==> src/hw/ptw_pkg.sv <==
// walker widths, pte bit positions, state/access/select enums and packed structs
`default_nettype none

package ptw_pkg;

  //========================================
  // address format
  //========================================
  localparam int PADDR_WIDTH   = 40;
  localparam int VPN_WIDTH     = 27;
  localparam int PPN_WIDTH     = 28;
  localparam int VPN_PER_LEVEL = 9;
  localparam int FLG_WIDTH     = 16;
  localparam int PTE_WIDTH     = 64;
  localparam int PGS_WIDTH     = 3;

  // pte bit positions
  localparam int PTE_V  = 0;
  localparam int PTE_H  = 6;
  localparam int PTE_P  = 7;
  localparam int PTE_W  = 8;
  localparam int PTE_HG = 12;
  localparam int PTE_NX = 63;

  //========================================
  // enums
  //========================================
  typedef enum logic [1:0] {
    ACC_FETCH = 2'd0,
    ACC_LOAD  = 2'd1,
    ACC_STORE = 2'd2
  } ptw_acc_e;

  typedef enum logic [4:0] {
    PTW_IDLE     = 5'd0,
    PTW_FST_DATA = 5'd1,
    PTW_FST_CHK  = 5'd2,
    PTW_SCD_DATA = 5'd3,
    PTW_SCD_CHK  = 5'd4,
    PTW_THD_DATA = 5'd5,
    PTW_THD_CHK  = 5'd6,
    PTW_ACC_FLT  = 5'd7,
    PTW_PGE_FLT  = 5'd8,
    PTW_DATA_VLD = 5'd9
  } ptw_state_e;

  // address generator load select
  typedef enum logic [1:0] {
    SEL_HOLD = 2'd0,
    SEL_FST  = 2'd1,
    SEL_SCD  = 2'd2,
    SEL_THD  = 2'd3
  } ptw_addr_sel_e;

  //========================================
  // structs
  //========================================
  typedef struct packed {
    logic [VPN_WIDTH-1:0] vpn;
    ptw_acc_e             acc;
  } ptw_walk_req_t;

  // one-hot page size
  typedef struct packed {
    logic g1;
    logic m2;
    logic k4;
  } ptw_pgs_t;

  // refill vpn carries one spare top bit, always zero
  typedef struct packed {
    logic [VPN_WIDTH:0]   vpn;
    logic [PPN_WIDTH-1:0] ppn;
    ptw_pgs_t             pgs;
    logic [FLG_WIDTH-1:0] flg;
    logic                 g;
  } ptw_refill_t;

endpackage

`default_nettype wire

==> src/hw/ptw_walk_ctrl.sv <==
// walk FSM, request latch, address select and completion decode
`default_nettype none

module ptw_walk_ctrl (
  input  wire logic                      ptw_clk,
  input  wire logic                      cpurst_b,
  input  wire logic                      walk_req,
  input  wire ptw_pkg::ptw_walk_req_t    walk_info,
  input  wire logic                      mem_vld,
  input  wire logic                      mem_err,
  input  wire logic                      pte_leaf,
  input  wire logic                      pte_fault,
  input  wire logic                      ref_grant,
  output ptw_pkg::ptw_state_e            state,
  output logic [ptw_pkg::VPN_WIDTH-1:0]  vpn,
  output ptw_pkg::ptw_acc_e              acc,
  output ptw_pkg::ptw_addr_sel_e         addr_sel,
  output logic                           walk_busy,
  output logic                           mem_req,
  output logic                           ref_vld,
  output logic                           ref_cmplt,
  output logic                           ref_data_vld,
  output logic                           ref_acc_err,
  output logic                           ref_pgflt
);

  import ptw_pkg::*;

  ptw_state_e nxt_state;
  logic       walk_acc;

  // request taken only from idle
  assign walk_acc = (state == PTW_IDLE) && walk_req;

  //========================================
  // state machine
  //========================================
  always_ff @(posedge ptw_clk or negedge cpurst_b)
  begin
    if (!cpurst_b)
      state <= PTW_IDLE;
    else
      state <= nxt_state;
  end

  always_comb
  begin
    nxt_state = state;
    case (state)
      PTW_IDLE:
        if (walk_req)
          nxt_state = PTW_FST_DATA;
      PTW_FST_DATA, PTW_SCD_DATA, PTW_THD_DATA:
      begin
        if (mem_err)
          nxt_state = PTW_ACC_FLT;
        else if (mem_vld)
          nxt_state = ptw_state_e'(state + 5'd1);
      end
      PTW_FST_CHK, PTW_SCD_CHK, PTW_THD_CHK:
      begin
        if (pte_fault)
          nxt_state = PTW_PGE_FLT;
        else if (pte_leaf)
          nxt_state = PTW_DATA_VLD;
        else
          nxt_state = ptw_state_e'(state + 5'd1);
      end
      PTW_DATA_VLD:
        if (ref_grant)
          nxt_state = PTW_IDLE;
      default:
        nxt_state = PTW_IDLE;
    endcase
  end

  // request latch
  always_ff @(posedge ptw_clk)
  begin
    if (walk_acc)
    begin
      vpn <= walk_info.vpn;
      acc <= walk_info.acc;
    end
  end

  // next entry address follows each returned entry
  always_comb
  begin
    if (walk_acc)
      addr_sel = SEL_FST;
    else if ((state == PTW_FST_DATA) && mem_vld)
      addr_sel = SEL_SCD;
    else if ((state == PTW_SCD_DATA) && mem_vld)
      addr_sel = SEL_THD;
    else
      addr_sel = SEL_HOLD;
  end

  //========================================
  // outputs
  //========================================
  assign walk_busy    = (state != PTW_IDLE);
  assign mem_req      = (state == PTW_FST_DATA) || (state == PTW_SCD_DATA)
                     || (state == PTW_THD_DATA);
  assign ref_vld      = (state == PTW_DATA_VLD);
  assign ref_data_vld = ref_vld && ref_grant;
  assign ref_acc_err  = (state == PTW_ACC_FLT);
  assign ref_pgflt    = (state == PTW_PGE_FLT);
  assign ref_cmplt    = ref_acc_err || ref_pgflt || ref_data_vld;

endmodule

`default_nettype wire

==> src/hw/ptw_addr_gen.sv <==
// entry address computation and memory request address register
`default_nettype none

module ptw_addr_gen (
  input  wire logic                          ptw_clk,
  input  wire logic                          cpurst_b,
  input  wire ptw_pkg::ptw_addr_sel_e        addr_sel,
  input  wire logic [ptw_pkg::VPN_WIDTH-1:0] vpn,
  input  wire logic [ptw_pkg::VPN_WIDTH-1:0] walk_vpn,
  input  wire logic [ptw_pkg::PPN_WIDTH-1:0] satp_ppn,
  input  wire logic [ptw_pkg::PTE_WIDTH-1:0] mem_data,
  output logic [ptw_pkg::PADDR_WIDTH-1:0]    mem_addr
);

  import ptw_pkg::*;

  logic [PPN_WIDTH-1:0]   nxt_ppn;
  logic [PADDR_WIDTH-1:0] fst_addr;
  logic [PADDR_WIDTH-1:0] scd_addr;
  logic [PADDR_WIDTH-1:0] thd_addr;

  // ppn field of the entry just returned
  assign nxt_ppn = mem_data[PPN_WIDTH+11:12];

  // root level indexes with the unlatched vpn in the accept cycle
  assign fst_addr = {satp_ppn, walk_vpn[VPN_WIDTH-1:2*VPN_PER_LEVEL], 3'b000};
  assign scd_addr = {nxt_ppn, vpn[2*VPN_PER_LEVEL-1:VPN_PER_LEVEL], 3'b000};
  assign thd_addr = {nxt_ppn, vpn[VPN_PER_LEVEL-1:0], 3'b000};

  //========================================
  // request address register
  //========================================
  always_ff @(posedge ptw_clk or negedge cpurst_b)
  begin
    if (!cpurst_b)
      mem_addr <= '0;
    else
    begin
      case (addr_sel)
        SEL_FST:
          mem_addr <= fst_addr;
        SEL_SCD:
          mem_addr <= scd_addr;
        SEL_THD:
          mem_addr <= thd_addr;
        default:
          mem_addr <= mem_addr;
      endcase
    end
  end

endmodule

`default_nettype wire

==> src/hw/ptw_pte_check.sv <==
// entry register, leaf detection and page fault rules
`default_nettype none

module ptw_pte_check (
  input  wire logic                          ptw_clk,
  input  wire logic                          cpurst_b,
  input  wire logic                          mem_vld,
  input  wire logic [ptw_pkg::PTE_WIDTH-1:0] mem_data,
  input  wire ptw_pkg::ptw_state_e           state,
  input  wire ptw_pkg::ptw_acc_e             acc,
  output logic [ptw_pkg::PTE_WIDTH-1:0]      pte,
  output logic                               pte_leaf,
  output logic                               pte_fault,
  output ptw_pkg::ptw_pgs_t                  leaf_pgs
);

  import ptw_pkg::*;

  logic pte_huge;
  logic hit_1g;
  logic hit_2m;
  logic chk_thd;
  logic perm_flt;
  logic align_flt;

  always_ff @(posedge ptw_clk or negedge cpurst_b)
  begin
    if (!cpurst_b)
      pte <= '0;
    else if (mem_vld)
      pte <= mem_data;
  end

  //========================================
  // leaf detection
  //========================================
  assign pte_huge = pte[PTE_H] && pte[PTE_P] && pte[PTE_V];
  assign hit_1g   = (state == PTW_FST_CHK) && pte_huge;
  assign hit_2m   = (state == PTW_SCD_CHK) && pte_huge;
  // last level always ends the walk
  assign chk_thd  = (state == PTW_THD_CHK);

  assign pte_leaf = hit_1g || hit_2m || chk_thd;
  assign leaf_pgs = '{g1: hit_1g, m2: hit_2m, k4: chk_thd};

  // permission rules
  assign perm_flt = !pte[PTE_V]
                 || ((acc == ACC_STORE) && !pte[PTE_W])
                 || ((acc == ACC_FETCH) && pte[PTE_NX]);

  // superpage ppn must be aligned to its size
  assign align_flt = (hit_1g && (|pte[29:13])) || (hit_2m && (|pte[20:13]));

  assign pte_fault = pte_leaf && (perm_flt || align_flt);

endmodule

`default_nettype wire

==> src/hw/ptw_refill_out.sv <==
// page size and global bit registers, refill entry assembly
`default_nettype none

module ptw_refill_out (
  input  wire logic                          ptw_clk,
  input  wire logic                          cpurst_b,
  input  wire ptw_pkg::ptw_state_e           state,
  input  wire logic [ptw_pkg::PTE_WIDTH-1:0] pte,
  input  wire logic                          pte_leaf,
  input  wire ptw_pkg::ptw_pgs_t             leaf_pgs,
  input  wire logic [ptw_pkg::VPN_WIDTH-1:0] vpn,
  output ptw_pkg::ptw_refill_t               ref_entry
);

  import ptw_pkg::*;

  ptw_pgs_t             ref_pgs;
  logic                 ref_g;
  logic                 ppn_12;
  logic                 leaf_4k;
  logic [VPN_WIDTH:0]   ref_vpn;
  logic [FLG_WIDTH-1:0] ref_flg;

  assign leaf_4k = (state == PTW_THD_CHK);

  // captured in the check cycle that finds the leaf
  always_ff @(posedge ptw_clk or negedge cpurst_b)
  begin
    if (!cpurst_b)
    begin
      ref_pgs <= '0;
      ref_g   <= 1'b0;
      ppn_12  <= 1'b0;
    end
    else if (pte_leaf)
    begin
      ref_pgs <= leaf_pgs;
      ref_g   <= leaf_4k ? pte[PTE_H] : pte[PTE_HG];
      ppn_12  <= leaf_4k ? pte[12] : 1'b0;
    end
  end

  // vpn masked down to page size
  always_comb
  begin
    if (ref_pgs.g1)
      ref_vpn = {1'b0, vpn[VPN_WIDTH-1:2*VPN_PER_LEVEL], {(2*VPN_PER_LEVEL){1'b0}}};
    else if (ref_pgs.m2)
      ref_vpn = {1'b0, vpn[VPN_WIDTH-1:VPN_PER_LEVEL], {VPN_PER_LEVEL{1'b0}}};
    else
      ref_vpn = {1'b0, vpn};
  end

  // nx/attr bits, hg, then low permission bits
  assign ref_flg = {3'b000, pte[63:61], pte[12], pte[8:0]};

  assign ref_entry = '{vpn: ref_vpn,
                       ppn: {pte[PADDR_WIDTH-1:13], ppn_12},
                       pgs: ref_pgs,
                       flg: ref_flg,
                       g:   ref_g};

endmodule

`default_nettype wire

==> src/hw/ptw_top.sv <==
// page table walker top level, instances and wires
`default_nettype none

module ptw_top (
  input  wire logic                          ptw_clk,
  input  wire logic                          cpurst_b,
  input  wire logic                          walk_req,
  input  wire ptw_pkg::ptw_walk_req_t        walk_info,
  input  wire logic [ptw_pkg::PPN_WIDTH-1:0] satp_ppn,
  output logic                               walk_busy,
  output logic                               mem_req,
  output logic [ptw_pkg::PADDR_WIDTH-1:0]    mem_addr,
  input  wire logic                          mem_vld,
  input  wire logic [ptw_pkg::PTE_WIDTH-1:0] mem_data,
  input  wire logic                          mem_err,
  output logic                               ref_vld,
  output ptw_pkg::ptw_refill_t               ref_entry,
  input  wire logic                          ref_grant,
  output logic                               ref_cmplt,
  output logic                               ref_data_vld,
  output logic                               ref_acc_err,
  output logic                               ref_pgflt
);

  import ptw_pkg::*;

  ptw_state_e           state;
  logic [VPN_WIDTH-1:0] vpn;
  ptw_acc_e             acc;
  ptw_addr_sel_e        addr_sel;
  logic [PTE_WIDTH-1:0] pte;
  logic                 pte_leaf;
  logic                 pte_fault;
  ptw_pgs_t             leaf_pgs;

  //========================================
  // walk stages
  //========================================
  ptw_walk_ctrl ptw_walk_ctrl_i (
    .ptw_clk      (ptw_clk),
    .cpurst_b     (cpurst_b),
    .walk_req     (walk_req),
    .walk_info    (walk_info),
    .mem_vld      (mem_vld),
    .mem_err      (mem_err),
    .pte_leaf     (pte_leaf),
    .pte_fault    (pte_fault),
    .ref_grant    (ref_grant),
    .state        (state),
    .vpn          (vpn),
    .acc          (acc),
    .addr_sel     (addr_sel),
    .walk_busy    (walk_busy),
    .mem_req      (mem_req),
    .ref_vld      (ref_vld),
    .ref_cmplt    (ref_cmplt),
    .ref_data_vld (ref_data_vld),
    .ref_acc_err  (ref_acc_err),
    .ref_pgflt    (ref_pgflt)
  );

  ptw_addr_gen ptw_addr_gen_i (
    .ptw_clk  (ptw_clk),
    .cpurst_b (cpurst_b),
    .addr_sel (addr_sel),
    .vpn      (vpn),
    .walk_vpn (walk_info.vpn),
    .satp_ppn (satp_ppn),
    .mem_data (mem_data),
    .mem_addr (mem_addr)
  );

  ptw_pte_check ptw_pte_check_i (
    .ptw_clk   (ptw_clk),
    .cpurst_b  (cpurst_b),
    .mem_vld   (mem_vld),
    .mem_data  (mem_data),
    .state     (state),
    .acc       (acc),
    .pte       (pte),
    .pte_leaf  (pte_leaf),
    .pte_fault (pte_fault),
    .leaf_pgs  (leaf_pgs)
  );

  ptw_refill_out ptw_refill_out_i (
    .ptw_clk   (ptw_clk),
    .cpurst_b  (cpurst_b),
    .state     (state),
    .pte       (pte),
    .pte_leaf  (pte_leaf),
    .leaf_pgs  (leaf_pgs),
    .vpn       (vpn),
    .ref_entry (ref_entry)
  );

endmodule

`default_nettype wire

==> config.mk <==
export PLATFORM = sky130hd
export DESIGN_NAME = ptw_top
export DESIGN_NICKNAME = d
export VERILOG_FILES = /design/src/hw/ptw_pkg.sv /design/src/hw/ptw_walk_ctrl.sv /design/src/hw/ptw_addr_gen.sv /design/src/hw/ptw_pte_check.sv /design/src/hw/ptw_refill_out.sv /design/src/hw/ptw_top.sv
export SDC_FILE = /design/constraint.sdc
export NUM_CORES = 1
export LEC_CHECK = 0
export ABC_AREA = 1
export BUFFER_PORTS_ARGS = -buffer_cell sky130_fd_sc_hd__buf_2
export CORE_ASPECT_RATIO = 1.2
export CORE_MARGIN = 10
export CORE_UTILIZATION = 48
export CTS_BUF_LIST = sky130_fd_sc_hd__clkbuf_8
export DETAILED_ROUTE_END_ITERATION = 8
export PLACE_DENSITY = 0.82
export SLEW_MARGIN = 5
export SYNTH_ARGS = -nofsm -noshare
export SYNTH_HDL_FRONTEND = slang
export SYNTH_SLANG_ARGS = --single-unit
==> constraint.sdc <==
create_clock -name ptw_clk -period 2.05 [get_ports ptw_clk]
set_input_delay 0.3075 -clock ptw_clk [delete_from_list [all_inputs] [get_ports ptw_clk]]
set_output_delay 0.3075 -clock ptw_clk [all_outputs]
set_load 0.01 [all_outputs]
==> results.json, run 1 <==
{
  "status": "completed",
  "path_clk_slew_ns": 0.06,
  "rsz0062_at_grt": "true",
  "cp-start-kind": "flip-flop",
  "io_buffers": 218,
  "insertedDiodeCount": 0,
  "ys.warnings.count": 0,
  "holdCritPathClass": "in -> reg",
  "antenna_found_initial": 0,
  "slew_violations": 0,
  "cts_tree": "built",
  "p_sw_uw": 2550,
  "relSlewSlack_pct": 53.8,
  "grt_pass1_wl_um": 24700,
  "numCtsBuffers": 17,
  "gp_congestion": 0.852,
  "yosys-top-cells-count": "nand2_1, dfrtp_1, nand3_1, nor2_1, inv_1",
  "cts_buffer_depth": 2,
  "cp-end-kind": "output pin",
  "path_max_fanout": 5,
  "synth_flop_cell": "dfrtp_1",
  "synth_top_area_share_pct": 41.3,
  "ys_ff_latch": 116,
  "hpwl_um": 12100,
  "overflow": 0,
  "die-area_sq_um": 15600,
  "areaGrowthSynthToFinish_pct": 29.8,
  "drc": 0,
  "worstSetupPathType": "reg -> out",
  "crit_family": "flip-flops",
  "hold_depth": 1,
  "avgSynthCellArea_sq_um": 8.66,
  "rr_startpoint": "ptw_walk_ctrl_i.state[0]",
  "period_minus_slack_ns": 1.97,
  "whs_endpoint": "ptw_walk_ctrl_i.acc[1]",
  "clock-sinks": 116,
  "synthDistinctLibCells": 27,
  "finalSetupViolCount": 0,
  "skew_ns": 0.00682,
  "p_comb_share_pct": 31.0,
  "netlist_area_sq_um": 5270,
  "regToRegSetupSlack_ns": 0.17,
  "reg2reg_to": "ptw_walk_ctrl_i.acc[0]",
  "io_pins": 250,
  "yosys.area.top_type": "dfrtp_1",
  "cpMostUsedCell": "nand2_1",
  "fin_ws_ns": 0.0786,
  "synth_edf_count": 29,
  "tightest_slew_ns": 0.693,
  "reg2regPathDepth": 7,
  "place_ws_ns": 0.167,
  "vias": 4770,
  "pwr-share-seq_pct": 43.1,
  "leakagePower_uw": 0.00373,
  "fmaxAchievable_mhz": 507,
  "crit_chain": "inv_1, ha_1, nand2_2, nor2_2, nand2_1, nand2_1, buf_2",
  "switching_share_pct": 34.3,
  "initial_core_util_pct": 49.6,
  "drt-total-wl_um": 15600,
  "arrival_ns": 1.66,
  "netlist_instances": 608,
  "grt_pass1_vias": 4840,
  "worst-path-buf-inv": 2,
  "fin_nets": 959,
  "die_width_um": 116,
  "cp_slowest_cell": "dfrtp_1",
  "hold_viol": 0,
  "avgRoutedWirePerCell_um": 16.1,
  "num_rows": 41,
  "antenna_left": 0,
  "drv_cap": 0,
  "root_buffer": "clkbuf_8",
  "p_int_uw": 4880,
  "power_density_nw_per_um2": 1090,
  "yosysMostFrequentCell": "nand2_1",
  "async_reset_ff_share_pct": 75.0,
  "drt-initial-drc-count": 320,
  "die_h_um": 135,
  "htreeDepth": 4,
  "drive_gt1_share_pct": 33.6,
  "dr.pass1.iters": 4,
  "cpPeakStageDelay_ns": 0.44,
  "yosysSeqAreaShare_pct": 57.9,
  "period_share_pct": 96.2,
  "worst_ep_required_time_ns": 1.74,
  "ir_drop_mv": 0.528,
  "via_per_inst": 4.92,
  "grt_max_degree": 48,
  "utilization_pct": 64.4,
  "clkLatencyLatePin_ns": 0.42,
  "min_from": "walk_info[1]",
  "grt_usage_pct": 20.1,
  "synth_area_leaders": "dfrtp_1, edfxtp_1, nand2_1",
  "core_area_sq_um": 10600,
  "clockPowerShare_pct": 25.9
}
[state kept, by name (all words and copies together) (netlist names)]
register	count
ptw_pte_check_i.pte	40
ptw_walk_ctrl_i.vpn	27
ptw_walk_ctrl_i.state	5
ptw_addr_gen_i.mem_addr	37
ptw_refill_out_i.ppn_12	1
ptw_refill_out_i.ref_entry	3
ptw_refill_out_i.ref_g	1
ptw_walk_ctrl_i.acc	2
[cells in the final DEF (no fill, tap or decap), types with 2 or more instances in the layout]
cell type and count:
nand4_1 9, nand2_1 230, a21oi_1 4, dfrtp_2 2, nand3_1 77, inv_1 42
a31oi_1 3, ha_1 3, nor2_2 5, o211ai_1 4, buf_4 19, o21ai_0 16
buf_2 217, nor2_1 41, clkinv_2 4, clkinv_1 2, clkbuf_8 22, conb_1 8
dfrtp_1 85, nor2_4 4, edfxtp_1 29, nand2_2 4
[power groups by stage]
stage	registers, uW	clock network (uW)	logic [uW]
2_1_floorplan	3400	0	1130
3_3_place_gp	3210	0	2250
3_5_place_dp	3240	0	2290
4_1_cts	3200	1960	2310
5_1_grt	3270	2070	2580
6_report	3200	1920	2300
[worst max-delay path by stage]
| stage | from | endpoint | cells past startpoint |
|---|---|---|---|
| after floorplan | ptw_walk_ctrl_i.state[0] | ptw_walk_ctrl_i.acc[0] | 7 |
| after global placement | ptw_walk_ctrl_i.state[0] | ptw_walk_ctrl_i.acc[0] | 7 |
| after detailed placement | ptw_walk_ctrl_i.state[0] | ptw_walk_ctrl_i.acc[1] | 7 |
| after CTS | ptw_walk_ctrl_i.state[0] | mem_req | 6 |
| after global routing | ptw_walk_ctrl_i.state[1] | ref_cmplt | 7 |
| final | ptw_walk_ctrl_i.state[1] | ref_cmplt | 7 |
[layout make-up]
type | count | area (sq um)
Timing Repair Buffer | 238 | 1260
Clock inverter | 9 | 65.1
Multi-Input combinational cell | 415 | 1850
Tap cell | 129 | 161
Clock buffer | 22 | 303
Inverter | 40 | 150
Fill cell | 924 | 3780
Sequential cell | 116 | 3050
[routing by layer]
layer  GRT usage, %  part of all wire (%)
met5              0                     0
met4           8.29                   2.5
met3           6.29                   8.5
met2           34.7                    51
met1           22.4                    38
[stage by stage]
step / instances / total power [uW] / hold slack (ns) / TNS [ns] / area [sq um]
3_3_place_gp: 933 / 5470 / 0.227 / 0 / 6400
2_1_floorplan: 615 / 4530 / 0.0119 / 0 / 5290
6_report: 969 / 7430 / 0.0571 / 0 / 6840
4_1_cts: 965 / 7470 / 0.0303 / 0 / 6790
5_1_grt: 969 / 7920 / 0.0295 / -0.0520 / 6840
3_5_place_dp: 933 / 5530 / 0.223 / 0 / 6400
[cell families after synthesis]
kind of cell	count (synthesis)	share of synthesized area [%]
adders and majority gates	4	0.950
AOI/OAI and AO/OA	30	3.23
DFF	116	57.9
and+or+nand+nor	371	29.4
other	1	0.0712
buffers and inverters	84	8.10
xor gates and xnor gates	2	0.333
[repair_timing]
item                                    4_1_cts  5_1_grt
buffers inserted                              0        4
endpoints found under the setup margin        2       10
pin swaps                                     0        1
hold endpoints to repair                     21        0
hold buffers                                  1        0
gates resized for setup                       2        6
Note: power is estimated with default switching activity, not from simulation.
==> inputs of run 2 (changes only) <==
--- a/config.mk
+++ b/config.mk
@@ -9,10 +9,9 @@
 export BUFFER_PORTS_ARGS = -buffer_cell sky130_fd_sc_hd__buf_2
 export CORE_ASPECT_RATIO = 1.2
 export CORE_MARGIN = 10
-export CORE_UTILIZATION = 48
+export CORE_UTILIZATION = 30
 export CTS_BUF_LIST = sky130_fd_sc_hd__clkbuf_8
 export DETAILED_ROUTE_END_ITERATION = 8
-export PLACE_DENSITY = 0.82
 export SLEW_MARGIN = 5
 export SYNTH_ARGS = -nofsm -noshare
 export SYNTH_HDL_FRONTEND = slang
==> run 2 against run 1 <==
Effect of this change: sequential cell count stayed put; combinational power is 4% higher; sequential share of layout area is 1.0 points lower; utilization is 24 points lower; non-clock buffer count is 1 lower; via count is 1.2% higher; global-route usage is 4.8 points lower; count of clock-buffer cells in the layout is 3 lower; cell area is 2.4% higher; critical endpoint is now walk_busy.
==> results.json, run 2 (same netlist as run 1, synthesis figures left out) <==
{
  "clock-sinks": 116,
  "grt_use_met1_pct": 17.2,
  "arrival_ns": 1.61,
  "grt_pass1_vias": 5018,
  "ir_drop_mv": 0.544,
  "status": "completed",
  "fin_nets": 958,
  "grtUsageMet3_pct": 5.75,
  "gp_congestion": 0.850,
  "grt_pass1_wl_um": 27900,
  "insertedDiodeCount": 0,
  "reg2reg_to": "ptw_addr_gen_i.mem_addr[39]",
  "numCtsBuffers": 17,
  "root_buffer": "clkbuf_8",
  "finalSetupViolCount": 0,
  "antenna_found_initial": 0,
  "drc": 0,
  "period_share_pct": 93.4,
  "num_rows": 53,
  "placed_cell_area_sq_um": 6540,
  "rr_startpoint": "ptw_walk_ctrl_i.state[1]",
  "die_width_um": 141,
  "vias": 4827,
  "power_density_nw_per_um2": 1110,
  "cts_tree": "built",
  "slew_violations": 0,
  "utilization_pct": 40.3,
  "fmaxAchievable_mhz": 522,
  "io_pins": 250,
  "overflow": 0,
  "skew_ns": 0.00960,
  "final_area_sq_um": 7000,
  "core_area_sq_um": 17400,
  "clkLatencyLatePin_ns": 0.43,
  "whs_endpoint": "ptw_walk_ctrl_i.acc[1]",
  "hold_depth": 1,
  "io_buffers": 218,
  "die_h_um": 165,
  "min_from": "walk_info[1]",
  "period_minus_slack_ns": 1.92,
  "regToRegSetupSlack_ns": 0.17,
  "die-area_sq_um": 23300,
  "initial_core_util_pct": 30.3,
  "avgRoutedWirePerCell_um": 17.1,
  "regArea_sq_um": 3050,
  "worst_ep_required_time_ns": 1.74,
  "top_register": "ptw_pte_check_i.pte",
  "finalSetupTns_ns": 0,
  "path_max_fanout": 5,
  "cp-end-kind": "output pin",
  "drt-initial-drc-count": 274,
  "stdcell_count": 1060,
  "via_per_inst": 4.55,
  "reg_top3": "ptw_pte_check_i.pte (40), ptw_addr_gen_i.mem_addr (37), ptw_walk_ctrl_i.vpn (27)",
  "grt_busiest_layer": "met2",
  "hpwl_um": 13800,
  "multi_input_area_sq_um": 1870,
  "final_cell_mix": "nand2_1, buf_2, dfrtp_1",
  "cp-start-kind": "flip-flop",
  "worstSetupPathType": "reg -> out",
  "antenna_left": 0,
  "met2_usage_pct": 26.2,
  "leakagePower_uw": 0.00373,
  "drive_gt1_share_pct": 33.9,
  "grt_usage_pct": 15.3,
  "areaGrowthSynthToFinish_pct": 32.9,
  "drt-total-wl_um": 18100,
  "final_common_cell": "nand2_1",
  "path_clk_slew_ns": 0.07,
  "dr.pass1.iters": 4,
  "grt_max_degree": 42,
  "fillers": 1848,
  "htreeDepth": 4,
  "cts_buffer_depth": 2,
  "reg2regPathDepth": 8,
  "hold_viol": 0,
  "drv_cap": 0,
  "timing.hold.ws_ns": 0.0507,
  "holdCritPathClass": "in -> reg",
  "largest_reg_flops": 40,
  "dp.cells": 1026
}
run 2: cell count changes in the layout (fill, tap and decap cells not counted), sizes merged:
cell / previous run / this run
bufinv: 1 / 3
clkinv: 6 / 8
clkbuf: 22 / 19
inv: 42 / 40
buf: 237 / 236
clkinvlp: 0 / 2
run 2: final cells by class:
class	instances	share of cell area, %
clock buffer	19	3.74
clock inverter	13	2.00
inverter	40	2.14
multi-input combinational	415	26.7
sequential	116	43.6
tap	220	3.93
timing repair buffer	237	17.9
run 2: worst max path at each step:
stage	start	slack, ns	to
6_report	ptw_walk_ctrl_i.state[0]	0.13	walk_busy
5_1_grt	ptw_walk_ctrl_i.state[1]	-0.002	mem_req
4_1_cts	ptw_walk_ctrl_i.state[0]	0.01	mem_req
3_5_place_dp	ptw_walk_ctrl_i.state[0]	0.1	ptw_walk_ctrl_i.acc[1]
3_3_place_gp	ptw_walk_ctrl_i.state[0]	0.14	ptw_addr_gen_i.mem_addr[36]
2_1_floorplan	ptw_walk_ctrl_i.state[0]	0.07	ptw_walk_ctrl_i.acc[0]
run 2: per-stage QoR:
step,setup WS (ns),total power (uW)
2_1_floorplan,0.0695,4530
3_3_place_gp,0.138,5580
3_5_place_dp,0.0957,5630
4_1_cts,0.0125,7850
5_1_grt,-0.00227,8280
6_report,0.135,7750
run 2: repair_timing:
action                                 in CTS  in global routing
gates resized for setup                     3                 11
gates cloned                                0                  0
setup buffers                               0                  1
endpoints found under the hold margin      28                  0
hold buffers                                1                  0
pin swaps                                   0                  1
setup endpoints to repair                   1                 15
run 2: power breakdown:
group          leakage (uW)  switching [uW]  internal [uW]
sequential          0.00134             282           2900
clock              0.000209             942           1240
combinational       0.00218            1480            904
total               0.00373            2710           5050
run 2: critical path, cell delays in order (launching register included):
cell and delay, ns:
dfrtp_2 0.40, inv_1 0.08, ha_1 0.21, nand2_2 0.11, inv_1 0.08, nand2_1 0.12
buf_2 0.18
run 2: routing by layer:
layer  vias to the layer above  share of wire, %
li1                       2357                 -
met1                      2269                40
met2                       188                50
met3                        13               8.3
met4                         0               1.6
met5                         -                 0
==> inputs of run 3 (changes only) <==
==> constraint.sdc (replaced) <==
create_clock -name ptw_clk -period 2.1 [get_ports ptw_clk]
set_input_delay 0.315 -clock ptw_clk [delete_from_list [all_inputs] [get_ports ptw_clk]]
set_output_delay 0.315 -clock ptw_clk [all_outputs]
set_load 0.01 [all_outputs]
==> run 3 against run 2 <==
Effect of this change: sequential cell count unchanged; routed wire length down 0.99%; worst hold slack better by 0.011 ns; sequential share of layout area about the same; cell count up 0.19%; power down 2.0%; combinational power down 4%; non-clock buffer count down 1; first-iteration DRC count down 11%; count of clock-buffer cells in the layout down 1; die area unchanged; largest cell class unchanged.
==> results.json, run 3 (same netlist as run 1, synthesis figures left out) <==
{
  "initial_core_util_pct": 30.3,
  "hpwl_um": 13700,
  "power_density_nw_per_um2": 1090,
  "leakagePower_uw": 0.00373,
  "vias": 4750,
  "via_per_inst": 4.47,
  "fmaxAchievable_mhz": 514,
  "slew_violations": 0,
  "clkLatencyLatePin_ns": 0.43,
  "fin_nets": 957,
  "period_share_pct": 92.6,
  "drive_gt1_share_pct": 33.3,
  "reg_top3": "ptw_pte_check_i.pte (40), ptw_addr_gen_i.mem_addr (37), ptw_walk_ctrl_i.vpn (27)",
  "clock-sinks": 116,
  "skew_ns": 0.0125,
  "die_width_um": 141,
  "regToRegSetupSlack_ns": 0.21,
  "drc": 0,
  "io_pins": 250,
  "gp_congestion": 0.828,
  "overflow": 0,
  "rsz0062_at_grt": "false",
  "hold_viol": 0,
  "io_buffers": 218,
  "antenna_found_initial": 3,
  "ir_drop_mv": 0.424,
  "num_rows": 53,
  "final_common_cell": "nand2_1",
  "antenna_left": 0,
  "post_cts.repair.setup_buffers": 0,
  "drt-initial-drc-count": 243,
  "core_area_sq_um": 17400,
  "worstSetupPathType": "reg -> out",
  "areaGrowthSynthToFinish_pct": 32.9,
  "largest_reg_flops": 40,
  "die_h_um": 165,
  "startpoint": "ptw_walk_ctrl_i.state[1]",
  "finalSetupViolCount": 0,
  "status": "completed",
  "path_max_fanout": 5,
  "fillers": 1832,
  "rr_startpoint": "ptw_walk_ctrl_i.state[0]",
  "cp-end-kind": "output pin",
  "grt_max_degree": 42,
  "cp-start-kind": "flip-flop",
  "root_buffer": "clkbuf_8",
  "cts_buffer_depth": 2,
  "dr.pass1.iters": 4,
  "reg2regPathDepth": 12,
  "arrival_ns": 1.63,
  "final_cell_mix": "nand2_1, buf_2, dfrtp_1",
  "worst_ep_required_time_ns": 1.78,
  "min_from": "walk_info[11]",
  "numCtsBuffers": 17,
  "drv_cap": 0,
  "p_total_uw": 7600,
  "cts_tree": "built",
  "period_minus_slack_ns": 1.95,
  "reg2reg_to": "ptw_addr_gen_i.mem_addr[7]",
  "grt_usage_pct": 15.0,
  "avgRoutedWirePerCell_um": 16.9,
  "drt-total-wl_um": 18000,
  "top_register": "ptw_pte_check_i.pte",
  "holdCritPathClass": "in -> reg",
  "endpoint": "ref_cmplt",
  "path_clk_slew_ns": 0.07,
  "grt_pass1_wl_um": 27400,
  "htreeDepth": 4,
  "grt_pass1_vias": 4954,
  "finalSetupTns_ns": 0,
  "die-area_sq_um": 23300
}
[run 3: cell count changes in the layout (fill, tap and decap cells not counted), sizes merged]
cell,previous run,this run
bufinv,3,4
clkbuf,19,18
diode,0,3
buf,236,235
clkinv,8,7
inv,40,41
[run 3: power by group]
group | internal [uW] | switching [uW] | leakage [uW]
clock network | 1300 | 905 | 0.000217
logic | 862 | 1440 | 0.00217
registers | 2830 | 267 | 0.00134
total | 4990 | 2610 | 0.00373
[run 3: layer usage]
| metal | up-vias | wire length [um] | GRT usage (%) |
|---|---|---|---|
| li1 | 2353 | - | - |
| met1 | 2213 | 7200 | 16.4 |
| met2 | 164 | 9080 | 25.8 |
| met3 | 20 | 1310 | 5.95 |
| met4 | 0 | 359 | 5.59 |
| met5 | - | 0 | 0 |
[run 3: timing repair]
item / 4_1_cts / 5_1_grt
hold buffers: 1 / 0
setup endpoints to repair: 2 / 4
gates resized for setup: 2 / 6
hold endpoints to repair: 26 / 0
pin swaps: 0 / 1
[run 3: worst min-delay path by stage]
stage                                              to  slack [ns]  cells past startpoint
after floorplan           ptw_addr_gen_i.mem_addr[10]        0.02                      0
after global placement    ptw_addr_gen_i.mem_addr[37]        0.29                      1
after detailed placement      ptw_pte_check_i.pte[37]        0.29                      1
after CTS                      ptw_walk_ctrl_i.vpn[9]        0.02                      1
after global routing           ptw_walk_ctrl_i.vpn[9]        0.02                      1
final                          ptw_walk_ctrl_i.vpn[9]        0.06                      1
[run 3: through the flow]
step                      setup slack (ns)  instance area (sq um)  hold WS [ns]  instances  utilization [%]
after floorplan                      0.120                   5290        0.0194        615                -
after global placement               0.197                   6540         0.286       1026             37.6
after detailed placement             0.199                   6540         0.289       1026             37.6
after CTS                           0.0127                   6970        0.0240       1059             40.1
after global routing               0.00177                   7000        0.0186       1061             40.3
final                                0.155                   7000        0.0620       1062             40.3
[run 3: final cells by class]
type	instances	area, sq um	area share, %
flip-flops and latches	116	3050	43.6
diodes	3	7.51	0.107
repair buffers	236	1240	17.8
well taps	220	275	3.93
clock inverters	14	169	2.41
multi-input cells	415	1850	26.5
clock buffers	18	248	3.54
inverters	40	150	2.15
[run 3: critical path, cell delays in order, from the launching register on]
cell,delay [ns]
dfrtp_2,0.44
inv_1,0.08
ha_1,0.17
nand2_2,0.13
nor2_4,0.13
nand2_1,0.07
nand2_1,0.06
buf_2,0.12
